$ cat src/mips_cpu_pkg.sv
package mips_cpu_pkg;

    // alu operation selector
    typedef enum logic [3:0] {
        alu_add,
        alu_sub,
        alu_and,
        alu_or,
        alu_xor,
        alu_nor,
        alu_slt,
        alu_sltu,
        alu_sll,
        alu_srl,
        alu_sra,
        alu_lui,
        alu_multu
    } alu_op_e;

    // register write-back source
    typedef enum logic [2:0] {
        wb_alu,
        wb_mem,
        wb_hi,
        wb_lo,
        wb_link
    } wb_src_e;

    typedef enum logic {
        st_fetch,
        st_exec
    } cpu_state_e;

endpackage

$ cat src/mips_regfile.sv
`timescale 1ns/100ps

module mips_regfile (
    input  logic                  clk,
    input  logic                  reset,
    input  logic                  clk_enable,
    input  logic                  write_en,
    input  logic                  hilo_write,
    input  logic [4:0]            read_index_a,
    input  logic [4:0]            read_index_b,
    input  logic [4:0]            write_index,
    input  mips_cpu_pkg::wb_src_e wb_src,
    input  logic [31:0]           alu_result,
    input  logic [31:0]           mem_data,
    input  logic [31:0]           link_addr,
    input  logic [31:0]           hi_in,
    input  logic [31:0]           lo_in,
    output logic [31:0]           read_data_a,
    output logic [31:0]           read_data_b,
    output logic [31:0]           register_v0
);

    logic [31:0] regs [0:31];
    logic [31:0] hi;
    logic [31:0] lo;
    logic [31:0] write_data;

    // write-back select
    always_comb begin
        case (wb_src)
            mips_cpu_pkg::wb_mem:  write_data = mem_data;
            mips_cpu_pkg::wb_hi:   write_data = hi;
            mips_cpu_pkg::wb_lo:   write_data = lo;
            mips_cpu_pkg::wb_link: write_data = link_addr;
            default:               write_data = alu_result;
        endcase
    end

    always_ff @(posedge clk) begin
        if (clk_enable) begin
            if (reset) begin
                for (int i = 0; i < 32; i++) begin
                    regs[i] <= 32'd0;
                end
                hi <= 32'd0;
                lo <= 32'd0;
            end else begin
                // $zero is never written
                if (write_en && write_index != 5'd0) begin
                    regs[write_index] <= write_data;
                end
                if (hilo_write) begin
                    hi <= hi_in;
                    lo <= lo_in;
                end
            end
        end
    end

    assign read_data_a = (read_index_a == 5'd0) ? 32'd0 : regs[read_index_a];
    assign read_data_b = (read_index_b == 5'd0) ? 32'd0 : regs[read_index_b];
    assign register_v0 = regs[2];

endmodule
$ cat config.mk
export PLATFORM = sky130hd
export DESIGN_NAME = mips_regfile
export DESIGN_NICKNAME = d
export VERILOG_FILES = /design/src/mips_cpu_pkg.sv /design/src/mips_regfile.sv
export SDC_FILE = /design/constraint.sdc
export NUM_CORES = 2
export LEC_CHECK = 0
export BUFFER_PORTS_ARGS = -buffer_cell sky130_fd_sc_hd__buf_2
export CAP_MARGIN = 10
export CORE_ASPECT_RATIO = 0.7
export CORE_UTILIZATION = 56
export CTS_CLUSTER_DIAMETER = 60
export DETAILED_ROUTE_END_ITERATION = 10
export GPL_ROUTABILITY_DRIVEN = 0
export PLACE_DENSITY = 0.77
export SLEW_MARGIN = 25
export SYNTH_ARGS = -nofsm -noshare
export SYNTH_HDL_FRONTEND = slang
export SYNTH_SLANG_ARGS = --single-unit
$ cat constraint.sdc
create_clock -name clk -period 2.85 [get_ports clk]
set_clock_uncertainty 0.2 [all_clocks]
set_input_delay 0.4275 -clock clk [delete_from_list [all_inputs] [get_ports clk]]
set_output_delay 0.4275 -clock clk [all_outputs]
set_load 0.01 [all_outputs]
---- Word-level counts from Yosys, hierarchy flattened ----
Memory sizes are Yosys's and may differ from the RTL's.
Index checks and enable logic that the tools add are counted.
operators by class
  multiplexer cells ....................... 15
  reductions and logical operators ........ 7
  equal/unequal tests ..................... 4
operators by type and width
  cell                                                 count
  2-to-1 mux 32 bit                                    5
  one-hot mux 32 bit (4 select lines)                  1
  OR reduction 32 bit                                  1
  logical NOT 5 bit                                    2
  2-to-1 mux 1 bit                                     8
  equality test 3 x 2 -> 1 bit, second input constant  2
  2-to-1 mux 5 bit                                     1
  nonzero test 5 bit                                   1
  equality test 3 x 1 -> 1 bit, second input constant  1
  equality test 3 bit, second input constant           1
  AND reduction 2 bit                                  1
  nonzero test 2 bit                                   1
  logical AND 1 bit                                    1
word-level totals
  word-level logic and storage cells ...... 29
  memories kept ........................... 1
  input bits .............................. 183
  bits in writable memories ............... 1,024
  output and inout bits ................... 96
  bits in registers ....................... 64
memory list
  memory  words  width  rd ports  clocked after memory_dff  wr ports  RTL line            text
  regs    32     32     3         0                         32        mips_regfile.sv:23  logic [31:0] regs [0:31];

---- Longest topological paths before layout ----
  word-level depth ........................ 8
  gate-level depth with buffers ........... 8

---- Worst setup path before layout ----
OpenSTA, ideal clock, no wires.
  path type ............................... input -> register
  start ................................... in reset
  end ..................................... reg hi[0] (enable)
  data arrival time ....................... 2,227 ps
  path slack .............................. -4 ps
  stages .................................. 2
  path buffers ............................ 1
  cell sequence ........................... clkbuf_1 o21a_1
on the way
  cells in the longest elaborated chain, start to end .. 2
RTL lines
  item                                  RTL line            text
  start, declared                       mips_regfile.sv:5   input logic reset,
  nonzero test 2 bit (no source line)   --
  AND reduction 2 bit (no source line)  --
  end signal, assigned                  mips_regfile.sv:53  hi <= hi_in;
  end, declared                         mips_regfile.sv:24  logic [31:0] hi;
Every way passes these cells.
A chain may end at the register's enable or synchronous reset.

==> results.sh <==
export IMPL_run_status="complete, but fails checks"
export IMPL_violations="DRC, setup timing"
export IMPL_cts_sinks=1088
export IMPL_crit_path_start_kind="register"
export IMPL_worst_ir_drop_vdd_uv=552
export IMPL_async_flop_share_pct=0
export IMPL_clock_root_buffer="clkbuf_16"
export IMPL_netlist_area_sq_um=56500
export IMPL_fin_ws_ps=-367
export IMPL_place_inst=5681
export IMPL_final_cells=5957
export IMPL_crit_path_end_kind="output pin"
export IMPL_htreeDepth=3
export IMPL_syn2layout_area_growth_pct=22.3
export IMPL_hold_class="input pin to register"
export IMPL_place_ws_ps=-573
export IMPL_relSlewSlack_pct=39.2
export IMPL_dr_pass1_iters=11
export IMPL_drive_gt1_share_pct=38.3
export IMPL_overflow=0
export IMPL_swShare_pct=26.2
export IMPL_yosys_area_top_type_share_pct=57.9
export IMPL_setup_viol=64
export IMPL_syn_inst=3948
export IMPL_cts_tree="done"
export IMPL_synth_most_common_cell="edfxtp_1"
export IMPL_cts_max_path_buffers=3
export IMPL_fin_nets=4716
export IMPL_timing_worst_slew_pin_value_ps=909
export IMPL_reg2reg_slack_ps=850
export IMPL_hold_viol_final=0
export IMPL_synth_compound_area_share_pct=5.75
export IMPL_grt_max_degree=66
export IMPL_fp_dieW_um=382
export IMPL_drv_slew=0
export IMPL_synth_avg_cell_area_sq_um=14.3
export IMPL_grt_pass1_vias=43038
export IMPL_core_sq_um=100000
export IMPL_final_antenna_net_count=0
export IMPL_synth_edff_count=1088
export IMPL_period_needed_ps=3220
export IMPL_antenna_found_initial=8
export IMPL_grt_first_pass_wirelength_um=297000
export IMPL_die_area_sq_um=102000
export IMPL_drcViolationCount=1
export IMPL_muxShareOfSynthArea_pct=23.1
export IMPL_required_ps=2220
export IMPL_synth_area_leaders="edfxtp_1, mux4_2, nor2_1"
export IMPL_wl_per_cell_um=35.9
export IMPL_routed_wl_um=214000
export IMPL_synth_ff_type="edfxtp_1"
export IMPL_row_count=97
export IMPL_final_core_util_pct=69.1
export IMPL_drv_cap=0
export IMPL_p_per_area_nw_per_um2=555
export IMPL_synthXorXnorAreaFrac_pct=0
export IMPL_synthAdderAreaFrac_pct=0
export IMPL_r2r_cells=5
export IMPL_synthSimpleGateAreaFrac_pct=9.20
export IMPL_yosysWarnings=0
export IMPL_worstPathMaxFanout=2
export IMPL_numCtsBuffers=103
export IMPL_yosys_register_bits=1088
export IMPL_yosysTopAreaCell="edfxtp_1"
export IMPL_drtIter0Drc=8490
export IMPL_synth_common_cells="edfxtp_1, nor2_1, mux4_2"
export IMPL_power_frac_clock_pct=37.9
export IMPL_seq_area_frac_synth_pct=57.9
export IMPL_clkTransAtPathRegs_ps=70
export IMPL_vias_per_cell=7.34
export IMPL_whs_path_depth=5
export IMPL_cell_internal_pwr_w=0.0283
export IMPL_power_frac_seq_pct=47.1
export IMPL_p_leak_nw=26.1
export IMPL_hpwl_um=137000
export IMPL_io_pins=279
export IMPL_max_freq_mhz=311
export IMPL_pwr_share_comb_pct=14.9
export IMPL_portBuffers=278
export IMPL_timing_final_crit_share_pct=113
export IMPL_cp_arrival_ps=2590
export IMPL_critical_path_class="register to output pin"
export IMPL_vias=43727
export IMPL_synth_top_family_by_area="multiplexers"
export IMPL_rsz0062_at_grt="yes"
export IMPL_chipHeight_um=268
export IMPL_grtUsageTotal_pct=41.2
export IMPL_worstSkewPairLatency_ps=720
export IMPL_start_util_pct=56.5
export IMPL_p_sw_w=0.0100
export IMPL_synth_cell_type_count=38
[flip-flops by register name (all words and copies together), names as in the netlist]
signal	cells
regs	1024
hi	32
lo	32
[cell type report]
type	count	area, sq um
Sequential cell	1088	32700
Fill cell	6170	30900
Multi-Input combinational cell	2458	23600
Timing Repair Buffer	877	7660
Clock buffer	119	2680
Tap cell	1336	1670
Clock inverter	70	803
Inverter	5	18.8
Antenna cell	4	10.0
[critical path, cell delays in order, from the launching register on]
cell	delay (ps)
edfxtp_1	430
mux4_2	470
nor2b_4	140
a211oi_4	420
buf_6	180
a311oi_4	50
buf_2	190
[routing by layer]
metal | part of all wire [%] | global-route usage, % | vias to the layer above
met5 | 0.11 | 1.19 | -
met4 | 6.4 | 21.8 | 14
met3 | 20 | 19.3 | 1000
met2 | 42 | 58.0 | 5032
met1 | 32 | 53.1 | 21284
li1 | - | - | 16397
[final timing paths]
path | from | end
max | regs[8][0] | read_data_b[0]
min reg2reg | lo[6] | regs[11][6]
min | link_addr[6] | regs[11][6]
max reg2reg | lo[23] | regs[29][23]
[cells in the final DEF, fill, tap and decap left out, types with 22 or more instances in the layout]
cell type and n:
nand2_1 87, a221oi_1 42, a211oi_2 47, o22ai_1 23, mux4_2 457, mux2_4 54
nor2b_4 22, nand2_2 36, a311oi_4 23, o211a_1 23, nor2_1 999, edfxtp_1 1088
buf_4 399, o21ai_2 37, a311oi_2 33, clkbuf_16 106, buf_2 265, buf_12 107
o21ai_0 32, a22oi_1 59, buf_6 35, nor2b_1 107, o21ai_4 26, mux2i_1 174
dlygate4sd3_1 64, a221o_1 23, conb_1 32
[stage by stage]
step / cell area [sq um] / total power (W) / setup TNS, ps / hold slack, ps
floorplan: 56600 / 0.0210 / 0 / 436
global route: 69100 / 0.0388 / -15250 / 183
finish: 69100 / 0.0383 / -13610 / 193
detailed placement: 62800 / 0.0233 / -12530 / 521
global placement: 62800 / 0.0233 / -11250 / 516
CTS: 68400 / 0.0378 / -12600 / 162
[power by group through the flow]
stage	sequential, W	combinational [W]	clock, W
2_1_floorplan	0.0183	0.00268	0
3_3_place_gp	0.0184	0.00490	0
3_5_place_dp	0.0184	0.00497	0
4_1_cts	0.0180	0.00534	0.0144
5_1_grt	0.0181	0.00576	0.0150
6_report	0.0181	0.00573	0.0145
[cells by family (layout without fill, tap and decap cells)]
family,count (synthesis),in the layout
flip-flops,1088,1088
multiplexers,713,713
other,1,36
AO/OA/AOI/OAI,436,436
AND/OR/NAND/NOR,1277,1277
buffers and inverters,433,1071
[repair_timing]
item	4_1_cts	5_1_grt
pin swaps	65	36
buffers inserted	25	7
hold buffers	64	0
resized for setup	317	120
cloned	1	1
endpoints found under the setup margin	64	64
endpoints found under the hold margin	64	0
Power figures use the tool's default switching activity.
