`config.mk`:
```
export PLATFORM = sky130hd
export DESIGN_NAME = mips_alu
export DESIGN_NICKNAME = d
export VERILOG_FILES = /design/src/mips_cpu_pkg.sv /design/src/mips_isa_pkg.sv /design/src/mips_alu.sv
export SDC_FILE = /design/constraint.sdc
export NUM_CORES = 2
export LEC_CHECK = 0
export BUFFER_PORTS_ARGS = -buffer_cell sky130_fd_sc_hd__buf_2
export CELL_PAD_IN_SITES_DETAIL_PLACEMENT = 1
export CELL_PAD_IN_SITES_GLOBAL_PLACEMENT = 2
export CORE_AREA = 4 4 390 392
export DETAILED_ROUTE_END_ITERATION = 7
export DIE_AREA = 0 0 394 396
export PLACE_DENSITY_LB_ADDON = 0.1
export RECOVER_POWER = 25
export SLEW_MARGIN = 20
export SYNTH_ARGS = -nofsm -noshare
export SYNTH_HDL_FRONTEND = slang
export SYNTH_SLANG_ARGS = --single-unit
```
`constraint.sdc`:
```
create_clock -name vclk -period 8.3
set_input_delay 0 -clock vclk [all_inputs]
set_output_delay 0 -clock vclk [all_outputs]
set_load 0.02 [all_outputs]
```
`src/mips_cpu_pkg.sv`:
```
package mips_cpu_pkg;

    // alu operation selector
    typedef enum logic [3:0] {
        alu_add,
        alu_sub,
        alu_and,
        alu_or,
        alu_xor,
        alu_nor,
        alu_slt,
        alu_sltu,
        alu_sll,
        alu_srl,
        alu_sra,
        alu_lui,
        alu_multu
    } alu_op_e;

    // register write-back source
    typedef enum logic [2:0] {
        wb_alu,
        wb_mem,
        wb_hi,
        wb_lo,
        wb_link
    } wb_src_e;

    typedef enum logic {
        st_fetch,
        st_exec
    } cpu_state_e;

endpackage

```
`src/mips_isa_pkg.sv`:
```
package mips_isa_pkg;

    // instruction word field positions
    localparam int opcode_lsb = 26;
    localparam int rs_lsb = 21;
    localparam int rt_lsb = 16;
    localparam int rd_lsb = 11;
    localparam int shamt_lsb = 6;
    localparam int funct_lsb = 0;
    localparam int imm_lsb = 0;
    localparam int target_lsb = 0;

    localparam int reg_index_width = 5;
    localparam int target_width = 26;

    // primary opcodes of the supported subset
    typedef enum logic [5:0] {
        op_special = 6'h00,
        op_j       = 6'h02,
        op_jal     = 6'h03,
        op_beq     = 6'h04,
        op_bne     = 6'h05,
        op_addiu   = 6'h09,
        op_slti    = 6'h0a,
        op_andi    = 6'h0c,
        op_ori     = 6'h0d,
        op_xori    = 6'h0e,
        op_lui     = 6'h0f,
        op_lw      = 6'h23,
        op_sw      = 6'h2b
    } opcode_e;

    // funct field, special opcode only
    typedef enum logic [5:0] {
        fn_sll   = 6'h00,
        fn_srl   = 6'h02,
        fn_sra   = 6'h03,
        fn_jr    = 6'h08,
        fn_jalr  = 6'h09,
        fn_mfhi  = 6'h10,
        fn_mflo  = 6'h12,
        fn_multu = 6'h19,
        fn_addu  = 6'h21,
        fn_subu  = 6'h23,
        fn_and   = 6'h24,
        fn_or    = 6'h25,
        fn_xor   = 6'h26,
        fn_nor   = 6'h27,
        fn_slt   = 6'h2a,
        fn_sltu  = 6'h2b
    } funct_e;

endpackage

```
`src/mips_alu.sv`:
```
`timescale 1ns/100ps

module mips_alu (
    input  logic [31:0]           op_a,
    input  logic [31:0]           op_b,
    input  logic [31:0]           instr,
    input  mips_cpu_pkg::alu_op_e alu_op,
    input  logic                  use_imm,
    input  logic                  imm_signed,
    input  logic                  branch_eq,
    input  logic                  branch_ne,
    output logic [31:0]           result,
    output logic [31:0]           hi_result,
    output logic [31:0]           lo_result,
    output logic [31:0]           mem_addr,
    output logic                  branch_taken
);

    logic [15:0] imm;
    logic [31:0] imm_sext;
    logic [31:0] imm_zext;
    logic [31:0] operand;
    logic [4:0]  shamt;
    logic [63:0] product;
    logic        operands_equal;

    assign imm = instr[mips_isa_pkg::imm_lsb +: 16];
    assign imm_sext = {{16{imm[15]}}, imm};
    assign imm_zext = {16'h0000, imm};
    assign shamt = instr[mips_isa_pkg::shamt_lsb +: 5];

    // second operand is rt or the extended immediate
    assign operand = use_imm ? (imm_signed ? imm_sext : imm_zext) : op_b;

    always_comb begin
        case (alu_op)
            mips_cpu_pkg::alu_add:  result = op_a + operand;
            mips_cpu_pkg::alu_sub:  result = op_a - operand;
            mips_cpu_pkg::alu_and:  result = op_a & operand;
            mips_cpu_pkg::alu_or:   result = op_a | operand;
            mips_cpu_pkg::alu_xor:  result = op_a ^ operand;
            mips_cpu_pkg::alu_nor:  result = ~(op_a | operand);
            mips_cpu_pkg::alu_slt:  result = {31'd0, $signed(op_a) < $signed(operand)};
            mips_cpu_pkg::alu_sltu: result = {31'd0, op_a < operand};
            // shifts act on rt by the shamt field
            mips_cpu_pkg::alu_sll:  result = op_b << shamt;
            mips_cpu_pkg::alu_srl:  result = op_b >> shamt;
            mips_cpu_pkg::alu_sra:  result = 32'($signed(op_b) >>> shamt);
            mips_cpu_pkg::alu_lui:  result = {imm, 16'h0000};
            default:                result = 32'd0;
        endcase
    end

    // unsigned 32x32 product for hi and lo
    assign product = {32'd0, op_a} * {32'd0, op_b};
    assign hi_result = product[63:32];
    assign lo_result = product[31:0];

    // load/store effective address, rs plus signed offset
    assign mem_addr = op_a + imm_sext;

    assign operands_equal = (op_a == op_b);
    assign branch_taken = (branch_eq && operands_equal) || (branch_ne && !operands_equal);

endmodule

```
# Word level (Yosys, flattened, before mapping)
# Index checks and enable logic that the tools add are counted.
# totals
reg_bits	0
# classes
addsub	3
multipliers	1
order_cmp	2
n_eq_ne	12
shifts	3
mux	3
bitwise_logic	4
reduce_logical	5
# ops
op	n
$pmux 32 s12	1
$add 32x32->32	2
$lt 32x32->1	2
$mul 32x32->64	1
$mux 32	2
$and 32x32->32	1
$eq 32x32->1	1
$not 32->32	1
$or 32x32->32	1
$shl 32x5->32	1
$shr 32x5->32	1
$sshr 32x5->32	1
$sub 32x32->32	1
$xor 32x32->32	1
$eq 4x3->1 const B	4
$eq 4x4->1 const B	4
$eq 4x2->1 const B	2
$eq 4x1->1 const B	1
$logic_not 4->1	1
$logic_and 1x1->1	2
$logic_not 1->1	1
$logic_or 1x1->1	1

# Logic depth before layout (Yosys ltp)
# logic_depth
ltp_word	5
mapped_depth	29

# Worst setup path after synthesis
# OpenSTA, ideal clock, no wires.
# synth_timing
path_kind	input to output
from	in op_b[10]
to	out hi_result[24]
arrival_time_ns	7.381
setup_slack_ns	0.919
cell_stages	24
path_buffers	2
path_cell_list	clkbuf_1 -> clkbuf_1 -> and2_1 -> fa_1 -> fa_1 -> inv_1 -> fa_1 -> fa_1 -> inv_1 -> fa_1 -> fa_1 -> fa_1 -> fa_1 -> ha_1 -> a21o_1 -> a21o_2 -> a221oi_2 -> o221ai_1 -> or3_1 -> a221o_2 -> a221oi_4 -> o31ai_1 -> a31oi_1 -> xnor2_1
# synth_via
elab_chain_len	1
# synth_lines
item	line_no	text
from (decl)	mips_alu.sv:5	input logic [31:0] op_b,
$mul 32x32->64	mips_alu.sv:55	assign product = {32'd0, op_a} * {32'd0, op_b};
to (decl)	mips_alu.sv:13	output logic [31:0] hi_result,
# No other way between the ends.

# Worst setup path in the final report
# layout_timing
from	in op_a[12]
to	out hi_result[28]
# layout_via
elab_chain_len	1
# layout_lines
item	line_no	text
from (decl)	mips_alu.sv:4	input logic [31:0] op_a,
$mul 32x32->64	mips_alu.sv:55	
# No other way between the ends.

==> results.toml <==
[min_path]
min_from = "branch_ne"
min_path_cells = 3
min_to = "branch_taken"
hp-class = "in -> out"

[final_layout]
nClkBuffers = 0
syn2layout_area_growth_pct = 11.4
nNetsFinal = 6935
seqCellArea_um2 = 0
final_cell_mix = "978 x inv_1, 899 x fa_1, 590 x and2_1"
final_common_cell = "inv_1"
drive_above_1_share_pct = 11.7
seq_cells = 0
final_cells = 7468

[timing]
tightest_slew_ns = 2.80
whs_ns = 0.347
period_needed_ns = 8.10
period_share_pct = 97.6
max_slew_margin_pct = -89.0
hold_viol_final = 0
maxClockFrequency_mhz = 123
setup_viol = 0
drv_slew = 4

[die]
core.rowCount = 142
die-area_um2 = 156000
boundaryPins = 233
start_util_pct = 29.8
coreArea_um2 = 149000
die_x_um = 394
dieHeight_um = 396

[worst_setup_path]
critPathCaptureType = "output port"
critPathMaxStageDelay_ns = 0.59
cpMostUsedCell = "fa_1"
slowest_stage = "fa_1"
worstPathArrival_ns = 8.10
crit_type = "in -> out"
crit_path_max_fanout = 11
cp-start-kind = "input pin"
worstPathRequired_ns = 8.30

[global_route]
grt_pass1_vias = 41746
grtUsageTotal_pct = 23.8
grt_max_degree = 61
grt-ovfl-total = 0
grt_pass1_wl_um = 281000
grt_antenna_before_repair = 25

[run_status]
violations = "capacitance limit, slew limit"
status = "finished with violations"

[routing]
dr.pass1.iters = 6
wire_per_inst_um = 25.1
vias_per_cell = 5.09
drt_iter0_markers = 1995
detail-route-antenna-nets = 0
drc = 0
dr_total_vias = 37984
wl_um = 187000

[synthesis]
ys_seq_area_share_pct = 0
synthCells = 5313
netlist_area_um2 = 44400
syn_nets = 6738
synth.distinct_cells = 87
yosysWarnings = 0
avgSynthCellArea_um2 = 8.36

[place]
place_congestion = 0.886
dpl.cell_count = 7451
hpwl_um = 159000
port_buffers = 217

[run]
maxCapViolCount = 1
[critical path: cells and delay by family]
kind	cells	cell delay (ns)
fa+ha+maj	9	4.35
xor+xnor	1	0.14
compound gates	8	1.79
simple gates	2	0.63
buf+inv	9	1.12
[stage by stage]
stage	utilization, %	area [µm²]	TNS [ns]	setup slack (ns)
floorplan	-	44400	0	0.919
global placement	33.1	49300	-1.08	-0.200
detailed placement	33.1	49300	-1.57	-0.244
CTS	33.2	49400	0	0.000578
global route	33.3	49500	-0.00352	-0.00352
finish	33.3	49500	0	0.199
[worst max path at each step]
stage / endpoint / startpoint / slack, ns
floorplan: hi_result[24] / op_b[10] / 0.92
global placement: hi_result[25] / op_a[11] / -0.20
detailed placement: hi_result[27] / op_a[11] / -0.24
CTS: hi_result[28] / op_a[12] / 0.0006
global route: hi_result[24] / op_a[12] / -0.004
finish: hi_result[28] / op_a[12] / 0.20
[timing repair]
| item | CTS | global route |
|---|---|---|
| hold buffers | 0 | 0 |
| setup buffers | 0 | 1 |
| hold endpoints to repair | 0 | 0 |
| pin swaps | 2 | 6 |
| resized for setup | 30 | 32 |
| endpoints found under the setup margin | 11 | 11 |
[metal layers]
layer  vias to the layer above  track usage, %  share of wire (%)
li1                      17080               -                  -
met2                       672            42.0                 50
met3                       153            1.78                3.3
met1                     20067            32.1                 44
met5                         -               0              0.043
met4                        12            4.55                2.1
[layout make-up]
class	instances	area, µm²
multi-input combinational	3969	39500
timing repair buffer	557	3920
antenna	16	40.0
tap	1944	2430
fill	17704	99400
inverter	982	3690
[synth_stat cells (all sizes together), types with 19 or more instances]
cell type | n | share of area (%)
or3 | 19 | 0.27
mux2 | 22 | 0.56
inv | 980 | 8.3
a211oi | 31 | 0.52
mux2i | 96 | 2.2
ha | 422 | 12
clkbuf | 307 | 2.7
a21o | 69 | 1.2
and2 | 591 | 8.3
o21bai | 30 | 0.51
o22ai | 19 | 0.27
nand3 | 47 | 0.53
a221oi | 25 | 0.56
o211ai | 36 | 0.61
nand4 | 24 | 0.34
o21ai | 160 | 1.8
fa | 899 | 40
mux4 | 32 | 1.6
nor3 | 34 | 0.39
nand2 | 576 | 4.9
buf | 55 | 0.68
nor2 | 231 | 2.0
a21oi | 204 | 2.3
nand2b | 31 | 0.44
xnor2 | 64 | 1.3
a31oi | 27 | 0.38
xor2 | 31 | 0.61
[cell families after synthesis]
| kind of cell | share of synthesized area [%] |
|---|---|
| and+or+nand+nor | 18.4 |
| buffers and inverters | 11.6 |
| muxes | 4.34 |
| xor gates and xnor gates | 1.87 |
| AOI/OAI and AO/OA | 11.4 |
| adders and majority gates | 52.4 |
