**src/mips_cpu_pkg.sv**
```systemverilog
package mips_cpu_pkg;

    // alu operation selector
    typedef enum logic [3:0] {
        alu_add,
        alu_sub,
        alu_and,
        alu_or,
        alu_xor,
        alu_nor,
        alu_slt,
        alu_sltu,
        alu_sll,
        alu_srl,
        alu_sra,
        alu_lui,
        alu_multu
    } alu_op_e;

    // register write-back source
    typedef enum logic [2:0] {
        wb_alu,
        wb_mem,
        wb_hi,
        wb_lo,
        wb_link
    } wb_src_e;

    typedef enum logic {
        st_fetch,
        st_exec
    } cpu_state_e;

endpackage

```
**src/mips_isa_pkg.sv**
```systemverilog
package mips_isa_pkg;

    // instruction word field positions
    localparam int opcode_lsb = 26;
    localparam int rs_lsb = 21;
    localparam int rt_lsb = 16;
    localparam int rd_lsb = 11;
    localparam int shamt_lsb = 6;
    localparam int funct_lsb = 0;
    localparam int imm_lsb = 0;
    localparam int target_lsb = 0;

    localparam int reg_index_width = 5;
    localparam int target_width = 26;

    // primary opcodes of the supported subset
    typedef enum logic [5:0] {
        op_special = 6'h00,
        op_j       = 6'h02,
        op_jal     = 6'h03,
        op_beq     = 6'h04,
        op_bne     = 6'h05,
        op_addiu   = 6'h09,
        op_slti    = 6'h0a,
        op_andi    = 6'h0c,
        op_ori     = 6'h0d,
        op_xori    = 6'h0e,
        op_lui     = 6'h0f,
        op_lw      = 6'h23,
        op_sw      = 6'h2b
    } opcode_e;

    // funct field, special opcode only
    typedef enum logic [5:0] {
        fn_sll   = 6'h00,
        fn_srl   = 6'h02,
        fn_sra   = 6'h03,
        fn_jr    = 6'h08,
        fn_jalr  = 6'h09,
        fn_mfhi  = 6'h10,
        fn_mflo  = 6'h12,
        fn_multu = 6'h19,
        fn_addu  = 6'h21,
        fn_subu  = 6'h23,
        fn_and   = 6'h24,
        fn_or    = 6'h25,
        fn_xor   = 6'h26,
        fn_nor   = 6'h27,
        fn_slt   = 6'h2a,
        fn_sltu  = 6'h2b
    } funct_e;

endpackage

```
**src/mips_decoder.sv**
```systemverilog
`timescale 1ns/100ps

module mips_decoder (
    input  logic [31:0]           instr,
    output mips_cpu_pkg::alu_op_e alu_op,
    output mips_cpu_pkg::wb_src_e wb_src,
    output logic [4:0]            write_index,
    output logic                  use_imm,
    output logic                  imm_signed,
    output logic                  reg_write,
    output logic                  mem_read,
    output logic                  mem_write,
    output logic                  hilo_write,
    output logic                  branch_eq,
    output logic                  branch_ne,
    output logic                  jump_imm,
    output logic                  jump_reg
);

    mips_isa_pkg::opcode_e opcode;
    mips_isa_pkg::funct_e  funct;
    logic [4:0]            rt;
    logic [4:0]            rd;

    assign opcode = mips_isa_pkg::opcode_e'(instr[mips_isa_pkg::opcode_lsb +: 6]);
    assign funct = mips_isa_pkg::funct_e'(instr[mips_isa_pkg::funct_lsb +: 6]);
    assign rt = instr[mips_isa_pkg::rt_lsb +: mips_isa_pkg::reg_index_width];
    assign rd = instr[mips_isa_pkg::rd_lsb +: mips_isa_pkg::reg_index_width];

    always_comb begin
        // defaults describe a no-op
        alu_op = mips_cpu_pkg::alu_add;
        wb_src = mips_cpu_pkg::wb_alu;
        write_index = rd;
        use_imm = 1'b0;
        imm_signed = 1'b0;
        reg_write = 1'b0;
        mem_read = 1'b0;
        mem_write = 1'b0;
        hilo_write = 1'b0;
        branch_eq = 1'b0;
        branch_ne = 1'b0;
        jump_imm = 1'b0;
        jump_reg = 1'b0;

        case (opcode)
            mips_isa_pkg::op_special: begin
                reg_write = 1'b1;
                case (funct)
                    mips_isa_pkg::fn_addu:  alu_op = mips_cpu_pkg::alu_add;
                    mips_isa_pkg::fn_subu:  alu_op = mips_cpu_pkg::alu_sub;
                    mips_isa_pkg::fn_and:   alu_op = mips_cpu_pkg::alu_and;
                    mips_isa_pkg::fn_or:    alu_op = mips_cpu_pkg::alu_or;
                    mips_isa_pkg::fn_xor:   alu_op = mips_cpu_pkg::alu_xor;
                    mips_isa_pkg::fn_nor:   alu_op = mips_cpu_pkg::alu_nor;
                    mips_isa_pkg::fn_slt:   alu_op = mips_cpu_pkg::alu_slt;
                    mips_isa_pkg::fn_sltu:  alu_op = mips_cpu_pkg::alu_sltu;
                    mips_isa_pkg::fn_sll:   alu_op = mips_cpu_pkg::alu_sll;
                    mips_isa_pkg::fn_srl:   alu_op = mips_cpu_pkg::alu_srl;
                    mips_isa_pkg::fn_sra:   alu_op = mips_cpu_pkg::alu_sra;
                    mips_isa_pkg::fn_mfhi:  wb_src = mips_cpu_pkg::wb_hi;
                    mips_isa_pkg::fn_mflo:  wb_src = mips_cpu_pkg::wb_lo;
                    mips_isa_pkg::fn_jalr: begin
                        jump_reg = 1'b1;
                        wb_src = mips_cpu_pkg::wb_link;
                    end
                    mips_isa_pkg::fn_jr: begin
                        jump_reg = 1'b1;
                        reg_write = 1'b0;
                    end
                    mips_isa_pkg::fn_multu: begin
                        alu_op = mips_cpu_pkg::alu_multu;
                        hilo_write = 1'b1;
                        reg_write = 1'b0;
                    end
                    default: reg_write = 1'b0;
                endcase
            end
            mips_isa_pkg::op_addiu, mips_isa_pkg::op_slti, mips_isa_pkg::op_andi,
            mips_isa_pkg::op_ori, mips_isa_pkg::op_xori, mips_isa_pkg::op_lui: begin
                reg_write = 1'b1;
                use_imm = 1'b1;
                write_index = rt;
                // andi, ori, xori take a zero-extended immediate
                imm_signed = (opcode == mips_isa_pkg::op_addiu) ||
                             (opcode == mips_isa_pkg::op_slti);
                case (opcode)
                    mips_isa_pkg::op_slti: alu_op = mips_cpu_pkg::alu_slt;
                    mips_isa_pkg::op_andi: alu_op = mips_cpu_pkg::alu_and;
                    mips_isa_pkg::op_ori:  alu_op = mips_cpu_pkg::alu_or;
                    mips_isa_pkg::op_xori: alu_op = mips_cpu_pkg::alu_xor;
                    mips_isa_pkg::op_lui:  alu_op = mips_cpu_pkg::alu_lui;
                    default:               alu_op = mips_cpu_pkg::alu_add;
                endcase
            end
            mips_isa_pkg::op_lw: begin
                reg_write = 1'b1;
                mem_read = 1'b1;
                write_index = rt;
                wb_src = mips_cpu_pkg::wb_mem;
            end
            mips_isa_pkg::op_sw:  mem_write = 1'b1;
            mips_isa_pkg::op_beq: branch_eq = 1'b1;
            mips_isa_pkg::op_bne: branch_ne = 1'b1;
            mips_isa_pkg::op_j:   jump_imm = 1'b1;
            mips_isa_pkg::op_jal: begin
                jump_imm = 1'b1;
                reg_write = 1'b1;
                write_index = 5'd31;
                wb_src = mips_cpu_pkg::wb_link;
            end
            default: ;
        endcase
    end

endmodule

```
**config.mk**
```make
export PLATFORM = sky130hd
export DESIGN_NAME = mips_decoder
export DESIGN_NICKNAME = d
export VERILOG_FILES = /design/src/mips_cpu_pkg.sv /design/src/mips_isa_pkg.sv /design/src/mips_decoder.sv
export SDC_FILE = /design/constraint.sdc
export NUM_CORES = 1
export LEC_CHECK = 0
export ABC_AREA = 1
export BUFFER_PORTS_ARGS = -buffer_cell sky130_fd_sc_hd__buf_2
export CAP_MARGIN = 5
export CORE_ASPECT_RATIO = 1.2
export CORE_MARGIN = 2
export CORE_UTILIZATION = 34
export DETAILED_ROUTE_END_ITERATION = 8
export PLACE_DENSITY_LB_ADDON = 0.3
export SLEW_MARGIN = 20
export SYNTH_ARGS = -nofsm -noshare
export SYNTH_HDL_FRONTEND = slang
export SYNTH_SLANG_ARGS = --single-unit
```
**constraint.sdc**
```tcl
create_clock -name vclk -period 0.9
set_input_delay 0.09 -clock vclk [all_inputs]
set_output_delay 0.09 -clock vclk [all_outputs]
set_load 0.05 [all_outputs]
```
==> results.yml, run 1 <==
grt:
  grt_max_degree: 9
yosys:
  synth.avg_cell_area_sq_um: 4.77
  synth_cell_types: 21
  synth_top_area_share_pct: 22.1
  synth_area_sq_um: 663
  synthCells: 139
  synth.area.top_cells: "nand2_1, inv_1, nand3_1"
  yosysWarnings: 0
  ys_seq_area_share_pct: 0
  yosysTopAreaCell: "nand2_1"
  syn_nets: 171
die:
  ios: 54
  chipWidth_microns: 44.3
  start_util_pct: 36.3
  die_h_microns: 52.4
  rows: 17
clocking:
  cts_hold_buf: 0
run_status:
  status: "did not finish"
  stop_stage: "global routing (5_1_grt)"
  firstError: "[ERROR DPL-0038] Utilization greater than 100%, impossible to legalize"
place:
  postPlaceCellArea_sq_um: 1370
  io_buffer_count: 44
  dpl.hpwl_microns: 2260
  place.gp.congestion: 0.813
timing:
  worst-ep-kind: "output port"
  postGrtWorstEndpoint: "write_index[0]"
## synth_stat cells
master and count:
nand4_1 6, nor2_4 3, nor3_1 2, nand2_4 2, o21ai_2 1, nor2_2 1
nor2_1 15, o21bai_1 1, nand2_2 4, inv_4 1, inv_1 38, o22ai_1 1
nand2_1 39, o21ai_0 4, nor4_2 2, inv_2 1, nand3_1 13, buf_2 1
a21oi_1 1, nand3_4 1, nor4_1 2
## what timing repair did
action / 4_1_cts
pin swaps: 13
resized for setup: 74
setup endpoints to repair: 22
setup buffers: 3
## metrics by stage
stage | hold slack [ns] | instances | setup WS (ns) | util, % | setup TNS, ns
floorplan | 0.236 | 139 | -0.386 | - | -3.79
global placement | 0.636 | 234 | -0.474 | 74.6 | -8.24
detailed placement | 0.646 | 234 | -0.531 | 74.6 | -9.21
CTS | 0.553 | 236 | -0.393 | 88.9 | -6.40
## cell families after synthesis
kind of cell           Yosys count  synth area share (%)
AOI/OAI and AO/OA                8                  7.17
buffers and inverters           41                  23.8
and+or+nand+nor                 90                  69.1
==> inputs of run 2 (changes only) <==
--- a/config.mk
+++ b/config.mk
@@ -8,11 +8,10 @@
 export ABC_AREA = 1
 export BUFFER_PORTS_ARGS = -buffer_cell sky130_fd_sc_hd__buf_2
 export CAP_MARGIN = 5
-export CORE_ASPECT_RATIO = 1.2
-export CORE_MARGIN = 2
-export CORE_UTILIZATION = 34
+export CORE_AREA = 2 2 63 65
 export DETAILED_ROUTE_END_ITERATION = 8
-export PLACE_DENSITY_LB_ADDON = 0.3
+export DIE_AREA = 0 0 65 67
+export PLACE_DENSITY_LB_ADDON = 0.15
 export SLEW_MARGIN = 20
 export SYNTH_ARGS = -nofsm -noshare
 export SYNTH_HDL_FRONTEND = slang
==> results.yml, run 2 <==
run_status:
  status: "finished, violations left"
  violations: "negative setup slack"
routing:
  ant_nets: 0
  drtIter0Drc: 46
  wire_per_inst_microns: 9.27
  dr.pass1.iters: 4
  vias: 1127
  drt_wl_total_microns: 2530
  drc: 0
  vias_per_cell: 4.13
yosys:
  synth_cell_types: 21
  synth_area_sq_um: 663
  synth.avg_cell_area_sq_um: 4.77
  yosysMostFrequentCell: "nand2_1"
  synth.area.top_cells: "nand2_1, inv_1, nand3_1"
  ys_seq_area_share_pct: 0
  synth_top_area_share_pct: 22.1
  synthCells: 139
  yosysWarnings: 0
  syn_nets: 171
  yosysTopAreaCell: "nand2_1"
  yosys-top-cells-count: "nand2_1, inv_1, nor2_1"
timing:
  slew_viol_final: 0
  fin_crit_ns: 1.28
  setup_violations: 21
  rsz0062_at_grt: "true"
  fin_crit_sh_pct: 142
  final.setup.worst_slack_ns: -0.377
  tightest_slew_ns: 0.248
  hold_viol: 0
  max_freq_mhz: 783
  relSlewSlack_pct: 83.3
layout:
  diodes: 0
  final_cell_mix: "buf_4, inv_1, buf_6"
  drive_gt1_share_pct: 67.1
  seqCellArea_sq_um: 0
  nClkBuffers: 0
  final_common_cell: "buf_4"
  instances_no_fill: 273
  seq_cell_count: 0
  area_growth_pct: 182
  num-nets-final: 259
grt:
  grt_pass1_wl_microns: 4380
  gr-total-overflow: 0
  grt_antenna_before_repair: 0
  grt_pass1_vias: 1028
  grt_usage_pct: 12.3
  grt_max_degree: 10
critical_path:
  cp-startpoint: "instr[31]"
  critPathArrivalTime_ns: 1.19
  start_kind: "input pin"
  critical_path_required_ns: 0.81
  critical_path_peak_fanout: 5
  end_kind: "primary output"
  crit_end: "write_index[1]"
  criticalPathCategory: "in -> out"
flow_run:
  cap_viol_max_count: 0
power_and_ir_drop:
  power_density_nw_per_um2: 408
  ir_worst_vdd_mv: 0.202
  power_mw: 0.762
  p_leak_nw: 0.992
die:
  rows: 22
  die_h_microns: 67
  start_util_pct: 18.4
  fp.dieArea_sq_um: 4360
  chipWidth_microns: 65
  core_sq_um: 3610
  ios: 54
place:
  dpl.hpwl_microns: 2120
  io_buffer_count: 44
  pre_cts_ws_ns: -0.512
  place.gp.congestion: 0.801
  placedCellCount: 264
min_path:
  holdCritPathClass: "in -> out"
run 2: cell counts after synthesis:
No cell type changed its count.
run 2: per-stage QoR:
step | hold WS [ns] | area [sq um] | utilization, % | setup TNS (ns)
3_5_place_dp | 0.597 | 1420 | 39.4 | -9.02
6_report | 0.617 | 1870 | 51.8 | -5.66
2_1_floorplan | 0.236 | 878 | - | -3.79
4_1_cts | 0.553 | 1830 | 50.8 | -5.99
3_3_place_gp | 0.588 | 1420 | 39.4 | -8.67
5_1_grt | 0.642 | 1870 | 51.8 | -7.05
run 2: cells by family after synthesis:
group	Yosys count	synth area share, %
buf+inv	41	23.8
compound gates	8	7.17
simple gates	90	69.1
run 2: repair_timing:
item,4_1_cts,5_1_grt
buffers inserted,12,2
gates resized for setup,97,13
pin swaps,23,11
hold buffers,0,0
endpoints found under the setup margin,22,22
run 2: layout make-up:
cell class	instances	area (sq um)
fillers	351	1740
repair buffers	87	836
multi-input cells	98	763
inverters	40	208
well taps	48	60.1
run 2: how the worst min path moves through the flow:
stage,startpoint,endpoint,slack (ns),cells after the start
after detailed placement,instr[30],mem_write,0.60,3
after floorplan,instr[30],jump_imm,0.24,1
final,instr[5],wb_src[1],0.62,4
after CTS,instr[31],jump_imm,0.55,4
after global placement,instr[30],mem_write,0.59,3
after global routing,instr[5],wb_src[1],0.64,4
run 2: worst max-delay path: stages:
cell and delay, ns:
buf_8 0.08, nor2_4 0.04, buf_12 0.13, buf_6 0.11, o21ai_4 0.15, buf_6 0.13
nand4_1 0.10, nand2_2 0.11, clkinvlp_4 0.09, buf_8 0.15
run 2: where the power goes:
| part | internal (mW) | switching [mW] |
|---|---|---|
| combinational | 0.346 | 0.415 |
| clock | 0 | 0 |
| sequential | 0 | 0 |
run 2: metal layers:
layer | routed length (microns) | share of wire (%) | global-route usage, %
met4 | 21 | 0.83 | 1.33
met2 | 1380 | 55 | 23.1
met1 | 1040 | 41 | 16.0
met5 | 0 | 0 | 0
met3 | 91 | 3.6 | 0.507
No activity file was read; power rests on OpenSTA's default activity.
