--- config.mk ---
export PLATFORM = sky130hd
export DESIGN_NAME = mips_pc_unit
export DESIGN_NICKNAME = d
export VERILOG_FILES = /design/src/mips_cpu_pkg.sv /design/src/mips_isa_pkg.sv /design/src/mips_pc_unit.sv
export SDC_FILE = /design/constraint.sdc
export NUM_CORES = 1
export LEC_CHECK = 0
export BUFFER_PORTS_ARGS = -buffer_cell sky130_fd_sc_hd__buf_4
export CORE_ASPECT_RATIO = 1.75
export CORE_UTILIZATION = 55
export CTS_CLUSTER_DIAMETER = 30
export DETAILED_ROUTE_END_ITERATION = 10
export GPL_TIMING_DRIVEN = 1
export PLACE_DENSITY = 0.84
export SYNTH_ARGS = -nofsm -noshare
export SYNTH_HDL_FRONTEND = slang
export SYNTH_SLANG_ARGS = --single-unit
--- constraint.sdc ---
create_clock -name clk -period 6.5 [get_ports clk]
set_input_delay 1.95 -clock clk [delete_from_list [all_inputs] [get_ports clk]]
set_output_delay 1.95 -clock clk [all_outputs]
set_load 0.02 [all_outputs]
--- src/mips_cpu_pkg.sv ---
package mips_cpu_pkg;

    // alu operation selector
    typedef enum logic [3:0] {
        alu_add,
        alu_sub,
        alu_and,
        alu_or,
        alu_xor,
        alu_nor,
        alu_slt,
        alu_sltu,
        alu_sll,
        alu_srl,
        alu_sra,
        alu_lui,
        alu_multu
    } alu_op_e;

    // register write-back source
    typedef enum logic [2:0] {
        wb_alu,
        wb_mem,
        wb_hi,
        wb_lo,
        wb_link
    } wb_src_e;

    typedef enum logic {
        st_fetch,
        st_exec
    } cpu_state_e;

endpackage

--- src/mips_isa_pkg.sv ---
package mips_isa_pkg;

    // instruction word field positions
    localparam int opcode_lsb = 26;
    localparam int rs_lsb = 21;
    localparam int rt_lsb = 16;
    localparam int rd_lsb = 11;
    localparam int shamt_lsb = 6;
    localparam int funct_lsb = 0;
    localparam int imm_lsb = 0;
    localparam int target_lsb = 0;

    localparam int reg_index_width = 5;
    localparam int target_width = 26;

    // primary opcodes of the supported subset
    typedef enum logic [5:0] {
        op_special = 6'h00,
        op_j       = 6'h02,
        op_jal     = 6'h03,
        op_beq     = 6'h04,
        op_bne     = 6'h05,
        op_addiu   = 6'h09,
        op_slti    = 6'h0a,
        op_andi    = 6'h0c,
        op_ori     = 6'h0d,
        op_xori    = 6'h0e,
        op_lui     = 6'h0f,
        op_lw      = 6'h23,
        op_sw      = 6'h2b
    } opcode_e;

    // funct field, special opcode only
    typedef enum logic [5:0] {
        fn_sll   = 6'h00,
        fn_srl   = 6'h02,
        fn_sra   = 6'h03,
        fn_jr    = 6'h08,
        fn_jalr  = 6'h09,
        fn_mfhi  = 6'h10,
        fn_mflo  = 6'h12,
        fn_multu = 6'h19,
        fn_addu  = 6'h21,
        fn_subu  = 6'h23,
        fn_and   = 6'h24,
        fn_or    = 6'h25,
        fn_xor   = 6'h26,
        fn_nor   = 6'h27,
        fn_slt   = 6'h2a,
        fn_sltu  = 6'h2b
    } funct_e;

endpackage

--- src/mips_pc_unit.sv ---
`timescale 1ns/100ps

module mips_pc_unit #(
    parameter logic [31:0] reset_vector = 32'hbfc0_0000
) (
    input  logic        clk,
    input  logic        reset,
    input  logic        clk_enable,
    input  logic [31:0] instr,
    input  logic        branch_taken,
    input  logic        jump_imm,
    input  logic        jump_reg,
    input  logic [31:0] rs_value,
    output logic [31:0] pc,
    output logic [31:0] link_addr,
    output logic        exec,
    output logic        active
);

    mips_cpu_pkg::cpu_state_e state;
    logic [31:0] delay_slot;
    logic [31:0] branch_offset;
    logic [31:0] next_target;

    // return address skips the delay slot
    assign link_addr = delay_slot + 32'd4;
    assign exec = active && (state == mips_cpu_pkg::st_exec);

    assign branch_offset = {{14{instr[mips_isa_pkg::imm_lsb + 15]}},
                            instr[mips_isa_pkg::imm_lsb +: 16], 2'b00};

    // address that follows the delay slot
    always_comb begin
        if (branch_taken) begin
            next_target = delay_slot + branch_offset;
        end else if (jump_imm) begin
            next_target = {delay_slot[31:28],
                           instr[mips_isa_pkg::target_lsb +: mips_isa_pkg::target_width],
                           2'b00};
        end else if (jump_reg) begin
            next_target = rs_value;
        end else begin
            // pc + 8 in straight-line code
            next_target = link_addr;
        end
    end

    always_ff @(posedge clk) begin
        if (clk_enable) begin
            if (reset) begin
                state <= mips_cpu_pkg::st_fetch;
                pc <= reset_vector;
                delay_slot <= reset_vector + 32'd4;
                active <= 1'b1;
            end else if (active) begin
                if (state == mips_cpu_pkg::st_fetch) begin
                    state <= mips_cpu_pkg::st_exec;
                end else begin
                    state <= mips_cpu_pkg::st_fetch;
                    pc <= delay_slot;
                    delay_slot <= next_target;
                    // delay slot of the jump to 0 just executed, stop here
                    if (delay_slot == 32'd0) begin
                        active <= 1'b0;
                    end
                end
            end
        end
    end

endmodule

# Word level (Yosys, flattened, before mapping)
# Index checks and enable logic that the tools add are counted.
# word_totals
reg_bits	66
input_bits	70
wordCells	27
# classes
reduce_logical	7
mux	12
eq_ne	1
add_sub_neg	2
# ops
operator	count
32-bit two-way mux	7
32-bit by 3-bit adder with 32-bit output, second input constant	1
32-bit adder	1
32-bit zero test	1
1-bit two-way mux	5
4-bit AND reduction	1
2-bit nonzero test	2
3-bit != test, second input constant	1
3-bit AND reduction	1
2-bit AND reduction	1
1-bit logical AND	1

# Depth between registers and ports, before layout
# Gate-level depths: netlist (run 1).
# depth
ltp_word	6
depth_mapped	10

# Least setup slack after synthesis (run 1)
# No wires, ideal clock.
# synth_path
path_type	input -> register
startpoint	input reset
endpoint	register delay_slot[0] (enable)
t_arrival_ns	5.147
path_stages	4
setup_ns	0.478
n_path_buf	2
slack_ns	0.875
cell_sequence	clkbuf_1 -> clkbuf_1 -> o21ai_0 -> nor2_1
# synth_via
elab_chain_len	2
# synth_lines
element	line_no	source
start, declared	mips_pc_unit.sv:7	input logic reset,
2-bit nonzero test (no line)	-	
3-bit AND reduction (no line) *	-	
end signal, assigned	mips_pc_unit.sv:53	delay_slot <= reset_vector + 32'd4;
end signal, assigned	mips_pc_unit.sv:61	delay_slot <= next_target;
end, declared	mips_pc_unit.sv:21	logic [31:0] delay_slot;
# Every way passes the cells marked *; elsewhere a longest branch is shown, timed or not.
# A chain may end at the register's enable or synchronous reset.

# Worst setup path after layout (run 1)
# layout_path
startpoint	register delay_slot[7]
endpoint	output link_addr[31]
# layout_via
elab_chain_len	1
# layout_lines
element	line_no	source
32-bit by 3-bit adder with 32-bit output	mips_pc_unit.sv:26	assign link_addr = delay_slot + 32'd4;
end, declared	mips_pc_unit.sv:15	output logic [31:0] link_addr,
# Every way passes these cells.

==> results of run 1 <==
-- cell type report --
class	instances	area, sq um	area share [%]
clock buffer	9	225.2	3.364
clock inverter	7	125.1	1.869
inverter	14	52.55	0.7850
multi-input combinational	467	3181	47.51
sequential	66	1982	29.61
tap	122	152.6	2.280
timing repair buffer	130	975.9	14.58
-- synth_stat cells (all sizes together), types with 2 or more instances --
library cell | instances | share of area [%]
and2 | 4 | 0.47
a221o | 2 | 0.37
nand3 | 19 | 1.8
o221ai | 4 | 0.65
nor3 | 14 | 1.3
a21boi | 3 | 0.42
a221oi | 6 | 0.98
buf | 9 | 0.79
nand2b | 5 | 0.58
o311ai | 4 | 0.65
xnor2 | 30 | 4.9
o22ai | 5 | 0.58
a31oi | 3 | 0.35
nor4b | 2 | 0.33
o211ai | 2 | 0.28
clkbuf | 28 | 2.0
ha | 31 | 7.2
nand2 | 37 | 2.6
o21ai | 21 | 2.0
or2 | 11 | 1.3
a211oi | 32 | 4.5
xor2 | 22 | 3.6
o21a | 4 | 0.56
nor4 | 7 | 0.82
a21oi | 33 | 3.1
and3 | 5 | 0.58
and4 | 3 | 0.49
a21o | 17 | 2.4
edfxtp | 66 | 37
a22o | 3 | 0.49
mux2i | 18 | 3.4
a2111oi | 3 | 0.63
nor2 | 60 | 4.2
o21bai | 4 | 0.56
nand4 | 14 | 1.6
inv | 14 | 0.98
nor2b | 24 | 2.8
-- sequential cells by signal, indices dropped and copies added, names as in the netlist --
register / flops
delay_slot: 32
pc: 32
active: 1
state: 1
-- logic make-up (layout without fill, tap and decap cells) --
| group | Yosys count | after routing | synth area share (%) |
|---|---|---|---|
| compound gates | 157 | 157 | 20.33 |
| xor+xnor | 52 | 52 | 8.505 |
| fa+ha+maj | 32 | 32 | 7.617 |
| buf+inv | 51 | 160 | 3.738 |
| flops | 66 | 66 | 37.01 |
| mux | 19 | 19 | 3.575 |
| simple gates | 207 | 207 | 19.23 |
-- stage by stage --
step                utilization [%]  hold slack, ns
CTS                           70.70          0.6530
global route                  70.70          0.6826
finish                        70.70          0.6589
detailed placement            67.00          0.6393
global placement              67.00          0.6228
floorplan                         -          0.5560
-- worst min path at each step --
stage	startpoint	to	slack, ns	cells after the start
6_report	delay_slot[23]	pc[23]	0.66	1
5_1_grt	delay_slot[23]	pc[23]	0.68	1
4_1_cts	delay_slot[23]	pc[23]	0.65	1
3_5_place_dp	delay_slot[23]	pc[23]	0.64	1
3_3_place_gp	state	state	0.62	1
2_1_floorplan	state	state	0.56	1
-- where the power goes --
group | internal, mW | switching, mW
registers | 0.507 | 0.0332
logic | 0.181 | 0.249
clock network | 0.379 | 0.202
-- per-layer routing --
layer	up-vias	part of all wire (%)	track usage (%)
li1	2410	-	-
met4	0	4.0	14.64
met3	50	5.1	5.793
met2	230	55	61.11
met1	2414	36	36.76
met5	-	0	0
==> impl_results.md, run 1 <==
- Flops & latches, synth: 66
- Synth Cell Area: 5355 sq um
- DRT Pass-1 Iters: 5
- Pwr dens: 231.7 nW/um^2
- Final setup margin: 1.594 ns
- Final min period: 4.906 ns
- Critical Path Slowest Stage Cell: edfxtp_1
- H-tree depth: 3
- Avg Inst Size Synth: 9.170 sq um
- Die area: 10,150 sq um
- WL final: 16,630 microns
- Distinct cells, synth: 58
- Crit path launch type: flop
- Leakage: 2.744 nW
- Most numerous cell on the critical path: nor3_1
- Wirelength per Cell: 20.41 microns
- Initial Utilization: 56.56%
- Hold buffer count at cts: 0
- IO buf count: 129
- Initial antenna violation count: 0
- Post-CTS setup buffers: 0
- DR vias: 5,104
- Sequential area share after synthesis: 37.01%
- Clock Sinks: 66
- Final instance area: 6694 sq um
- FILL cells: 740
- Ys flop type: edfxtp_1
- Pre-CTS WS: 1.627 ns
- Final nets: 790
- Clock slew at reported path FFs: 0.06 ns
- DRC violations left: 0
- TritonCTS clock tree: yes
- Worst min path class: flop to flop
- Worst Max-Slew Pin Slew: 0.9907 ns
- Die H: 132.5 microns
- Antenna diodes: 0
- Final Cycle Share: 75.47%
- CP Depth: 7
- Largest net degree at the start of global routing: 64
- Fin Setup TNS: 0 ns
- DIE WIDTH: 76.59 microns
- Routability Congestion: 0.8935
- WP buf/inv: 1
- Rel. slew slack: 33.45%
- Global-route wire length before repair: 25,760 microns
- Clock latency on the worst-skew pair: 0.34 ns
- Fmax: 203.8 MHz
- Total of max-cap violations: 0
- Detailed-placement wirelength estimate: 12,270 microns
- Required @ worst endpoint: 4.55 ns
- Grt total ovfl: 0
- Final setup viols: 0
- EDFF count, synth: 66
- Async S/R FF share, synth: 0%
- Layout area overhead: 25.00%
- Crit path capture type: output pin
- R2R Path End: delay_slot[26]
- CTS Buf Count: 9
- Core area: 9468 sq um
- Layout cell share with drive strength beyond 1: 23.38%
- VDD IR-drop max: 0.0001481 V
- Commonest non-fill, non-tap cells in the layout: 130 x buf_4, 66 x edfxtp_1, 59 x nor2_1, 37 x nand2_1, 33 x a21oi_1
- CTS-repair resized insts: 0
- CP Max Fanout: 8
- Clock Path Buffers: 2
- Initial DRC count: 341
- Critical Path End: link_addr[31]
- Number of global-route vias before repair: 4,970
- Most common cell after layout, fill and taps aside: buf_4
- Dpl cell area: 6344 sq um
- Cell Chain, Critical Path: nand4_1 -> nor3_1 -> nand3_1 -> nand2b_1 -> nor3_1 -> xor2_1 -> buf_4
- Worst Setup Path Type: flop to output pin
- Synth warnings: 0
- Max Slew Vio Count: 0
- Row count: 47
- Final ANT Viol Nets: 0
- RSZ-0062 raised after global routing: false
- Vias per cell: 6.263
- Reg2reg start: delay_slot[2]
- R2r setup slk: 3.10 ns
- Pwr Total: 1.551 mW
- Total track usage: 33.20%
- Delay-heaviest family, CP: simple AND/OR/NAND/NOR gates
- Post-synth net total: 686
- Clk root buf: clkbuf_16
- Status: finished clean
- Hold Violations, Final: 0
- # IOs: 136
- Dpl cells: 799
- Slowest stage delay, CP: 0.51 ns
- Final non-filler cell total: 815
- Mapped Cells: 584
- Worst EP arrival: 2.96 ns
- Clock skew: 0.007513 ns
- Worst Setup SP: delay_slot[7]
- FF-to-FF path depth: 10
No activity file was read; power rests on OpenSTA's default activity.
==> run 2, diff against run 1 <==
- ABC_AREA: default -> 1
- CORE_UTILIZATION: 55 -> 51
- PLACE_DENSITY: 0.84 -> 0.81
- clock period: 6.5 -> 4.1 ns (I/O delays scaled with it)
==> run 2 against run 1 <==
Worst hold slack got worse by 0.024 ns. Die area increased by 25%. Critical endpoint is now link_addr[26]. Setup slack got worse by 1.1 ns.
==> impl_results.md, run 2 <==
- Post-synth net total: 1,053 (+53%)
- Hold Violations, Final: 0 (unchanged)
- CTS-repair resized insts: 0 (unchanged)
- DIE WIDTH: 85.57 microns (+12%)
- Combinational Power Share: 29.6% (+1.8 points)
- Final ANT Viol Nets: 0 (unchanged)
- Clock Sinks: 66 (unchanged)
- Worst Max-Slew Pin Slew: 0.8783 ns (-0.1123 ns)
- Critical Path Slowest Stage Cell: edfxtp_1
- Final min period: 3.556 ns
- Required @ worst endpoint: 2.87 ns (-1.68 ns)
- FILL cells: 1,133 (+53%)
- Largest area contributor in the netlist: edfxtp_1
- EDFF count, synth: 66 (unchanged)
- Final Cycle Share: 86.72%
- Largest cells by area after synthesis: edfxtp_1 32%, nand2_1 17%, nor2_1 9.5%
- DRC violations left: 0 (unchanged)
- Hold buffer count at cts: 0 (unchanged)
- Synth Cell Area: 6232 sq um (+16%)
- Mapped Cells: 951 (+63%)
- RSZ-0062 raised after global routing: false
- Status: finished clean
- Clock Path Buffers: 2 (unchanged)
- Clock skew: 0.006802 ns (-0.0007115 ns)
- Most common cell after layout, fill and taps aside: nand2_1
- DR vias: 6,884 (+35%)
- Die area: 12,680 sq um (+25%)
- Max Slew Vio Count: 0 (unchanged)
- NetSw: 0.7984 mW (+65%)
- # IOs: 136 (unchanged)
- Switching share of power: 32.54% (+1.3 points)
- Total track usage: 32.67% (-0.53 points)
- Post-CTS setup buffers: 0 (unchanged)
- VDD IR-drop max: 0.0001982 V (+34%)
- Sequential area share after synthesis: 31.80% (-5.2 points)
- Global-route wire length before repair: 31,390 microns (+22%)
- Vias per cell: 5.652 (-9.8%)
- Initial antenna violation count: 0 (unchanged)
- Fin Setup TNS: 0 ns (unchanged)
- Synth warnings: 0 (unchanged)
- Wirelength per Cell: 16.75 microns (-18%)
- Final setup viols: 0 (unchanged)
- Routability Congestion: 0.9936 (+11%)
- Avg Inst Size Synth: 6.553 sq um (-29%)
- Rel. slew slack: 41.36% (+7.9 points)
- Row count: 53 (+13%)
- Worst Setup Path Type: flop to output pin
- Leakage: 3.774 nW (+38%)
- Clk root buf: clkbuf_16
- Most numerous cell on the critical path: nand2_1
- DRT Pass-1 Iters: 5 (unchanged)
- Layout area overhead: 23.25%
- Synth top area share: 31.80% (-5.2 points)
- CP Max Fanout: 6 (-2)
- Antenna diodes: 0 (unchanged)
- Synth cell count leaders: 281 x nand2_1, 158 x nor2_1, 122 x inv_1, 77 x nand3_1, 66 x edfxtp_1
- Cell with the most instances after synthesis: nand2_1
- Commonest non-fill, non-tap cells in the layout: 281 x nand2_1, 157 x nor2_1, 136 x buf_4, 122 x inv_1, 77 x nand3_1
- Internal: 1.655 mW (+55%)
- Crit path capture type: output pin
- Slowest stage delay, CP: 0.56 ns (+0.05 ns)
- Clock slew at reported path FFs: 0.06 ns (about the same)
- Worst min path class: flop to flop
- Crit path launch type: flop
- Worst EP arrival: 2.33 ns (-0.63 ns)
- Final setup margin: 0.5443 ns (-1.050 ns)
- Flops & latches, synth: 66 (unchanged)
- Final nets: 1,178 (+49%)
- CTS Buf Count: 9 (unchanged)
- Total of max-cap violations: 0 (unchanged)
- TritonCTS clock tree: yes
- Reg power frac: 34.3% (-0.5 points)
- Clock latency on the worst-skew pair: 0.35 ns (about the same)
- Largest net degree at the start of global routing: 55 (-14%)
- Biggest regs: delay_slot x32, pc x32
- Async S/R FF share, synth: 0% (unchanged)
- Number of global-route vias before repair: 6,564 (+32%)
- Grt total ovfl: 0 (unchanged)
- Initial Utilization: 52.21% (-4.3 points)
- Cell Chain, Critical Path: ha_1 -> nand2_1 -> inv_2 -> nand3_1 -> nor2_1 -> nand4_1 -> nand2_1 -> buf_4
- Core area: 11,940 sq um (+26%)
- Detailed-placement wirelength estimate: 16,310 microns (+33%)
- Layout cell share with drive strength beyond 1: 16.93% (-6.4 points)
- WL final: 20,400 microns (+23%)
- Pwr dens: 319.4 nW/um^2 (+38%)
- Die H: 148.2 microns (+12%)
- Pre-CTS WS: 0.7886 ns (-0.8387 ns)
- Clock power share: 36.0% (-1.4 points)
- Distinct cells, synth: 45 (-22%)
- H-tree depth: 3 (unchanged)
- IO buf count: 129 (unchanged)
- Fmax: 281.2 MHz
- Ys flop type: edfxtp_1
- Initial DRC count: 521 (+53%)
## run 2: changes by cell type after synthesis, sizes merged, moves of 29 or more
cell	before	now
a211oi	32	2
inv	14	125
nand2	37	289
nand3	19	79
nor2	60	169
xnor2	30	1
## run 2: path summary, 6_finish.rpt
path,from,to,slack [ns],cells past startpoint
min,delay_slot[0],pc[0],0.63,2
max reg2reg,delay_slot[2],delay_slot[22],1.56,10
min reg2reg,delay_slot[0],pc[0],0.63,2
max,delay_slot[3],link_addr[26],0.54,8
## run 2: routing by layer
metal  routed length (microns)  track usage (%)  part of all wire [%]  up-vias
met5                         0                0                     0        -
met4                      1244            21.17                   6.1        0
met3                      1341            4.329                   6.6       74
met2                     10510            58.40                    52      345
met1                      7305            35.69                    36     3109
li1                          -                -                     -     3356
## run 2: cells by family after synthesis
kind of cell	Yosys count	share of synthesized area, %
AND/OR/NAND/NOR	577	40.05
buffers and inverters	148	9.195
AO/OA/AOI/OAI	117	10.74
flip-flops	66	31.80
adder cells (fa/ha/maj)	32	6.545
XOR/XNOR	11	1.666
## run 2: cell type report
cell class              instances  area, sq um  area share [%]
clock buffers                   9        225.2           2.932
flip-flops and latches         66         1982           25.80
clock inverters                 7        117.6           1.531
multi-input cells             737         3691           48.05
inverters                     126        473.0           6.157
repair buffers                136         1021           13.29
well taps                     137        171.4           2.232
## run 2: power groups by stage
stage / registers, mW / clock network (mW) / logic, mW
floorplan: 0.864 / 0 / 0.453
global placement: 0.853 / 0 / 0.703
detailed placement: 0.854 / 0 / 0.711
CTS: 0.841 / 0.882 / 0.716
global route: 0.847 / 0.910 / 0.799
finish: 0.843 / 0.884 / 0.727
## run 2: worst max-delay path: cells and delay by family (launching register included)
kind          cells  cell delay, ns
simple gates      5            0.81
buf+inv           2            0.22
fa+ha+maj         1            0.38
flops             1            0.56
## run 2: stage by stage
stage               cell area (sq um)  util (%)  hold WS (ns)  power (mW)  cells
floorplan                        6243         -        0.5566       1.317    951
global placement                 7338     61.48        0.5846       1.556   1202
detailed placement               7338     61.48        0.6071       1.566   1202
CTS                              7681     64.35        0.6314       2.439   1218
global route                     7681     64.35        0.6558       2.556   1218
finish                           7681     64.35        0.6345       2.454   1218
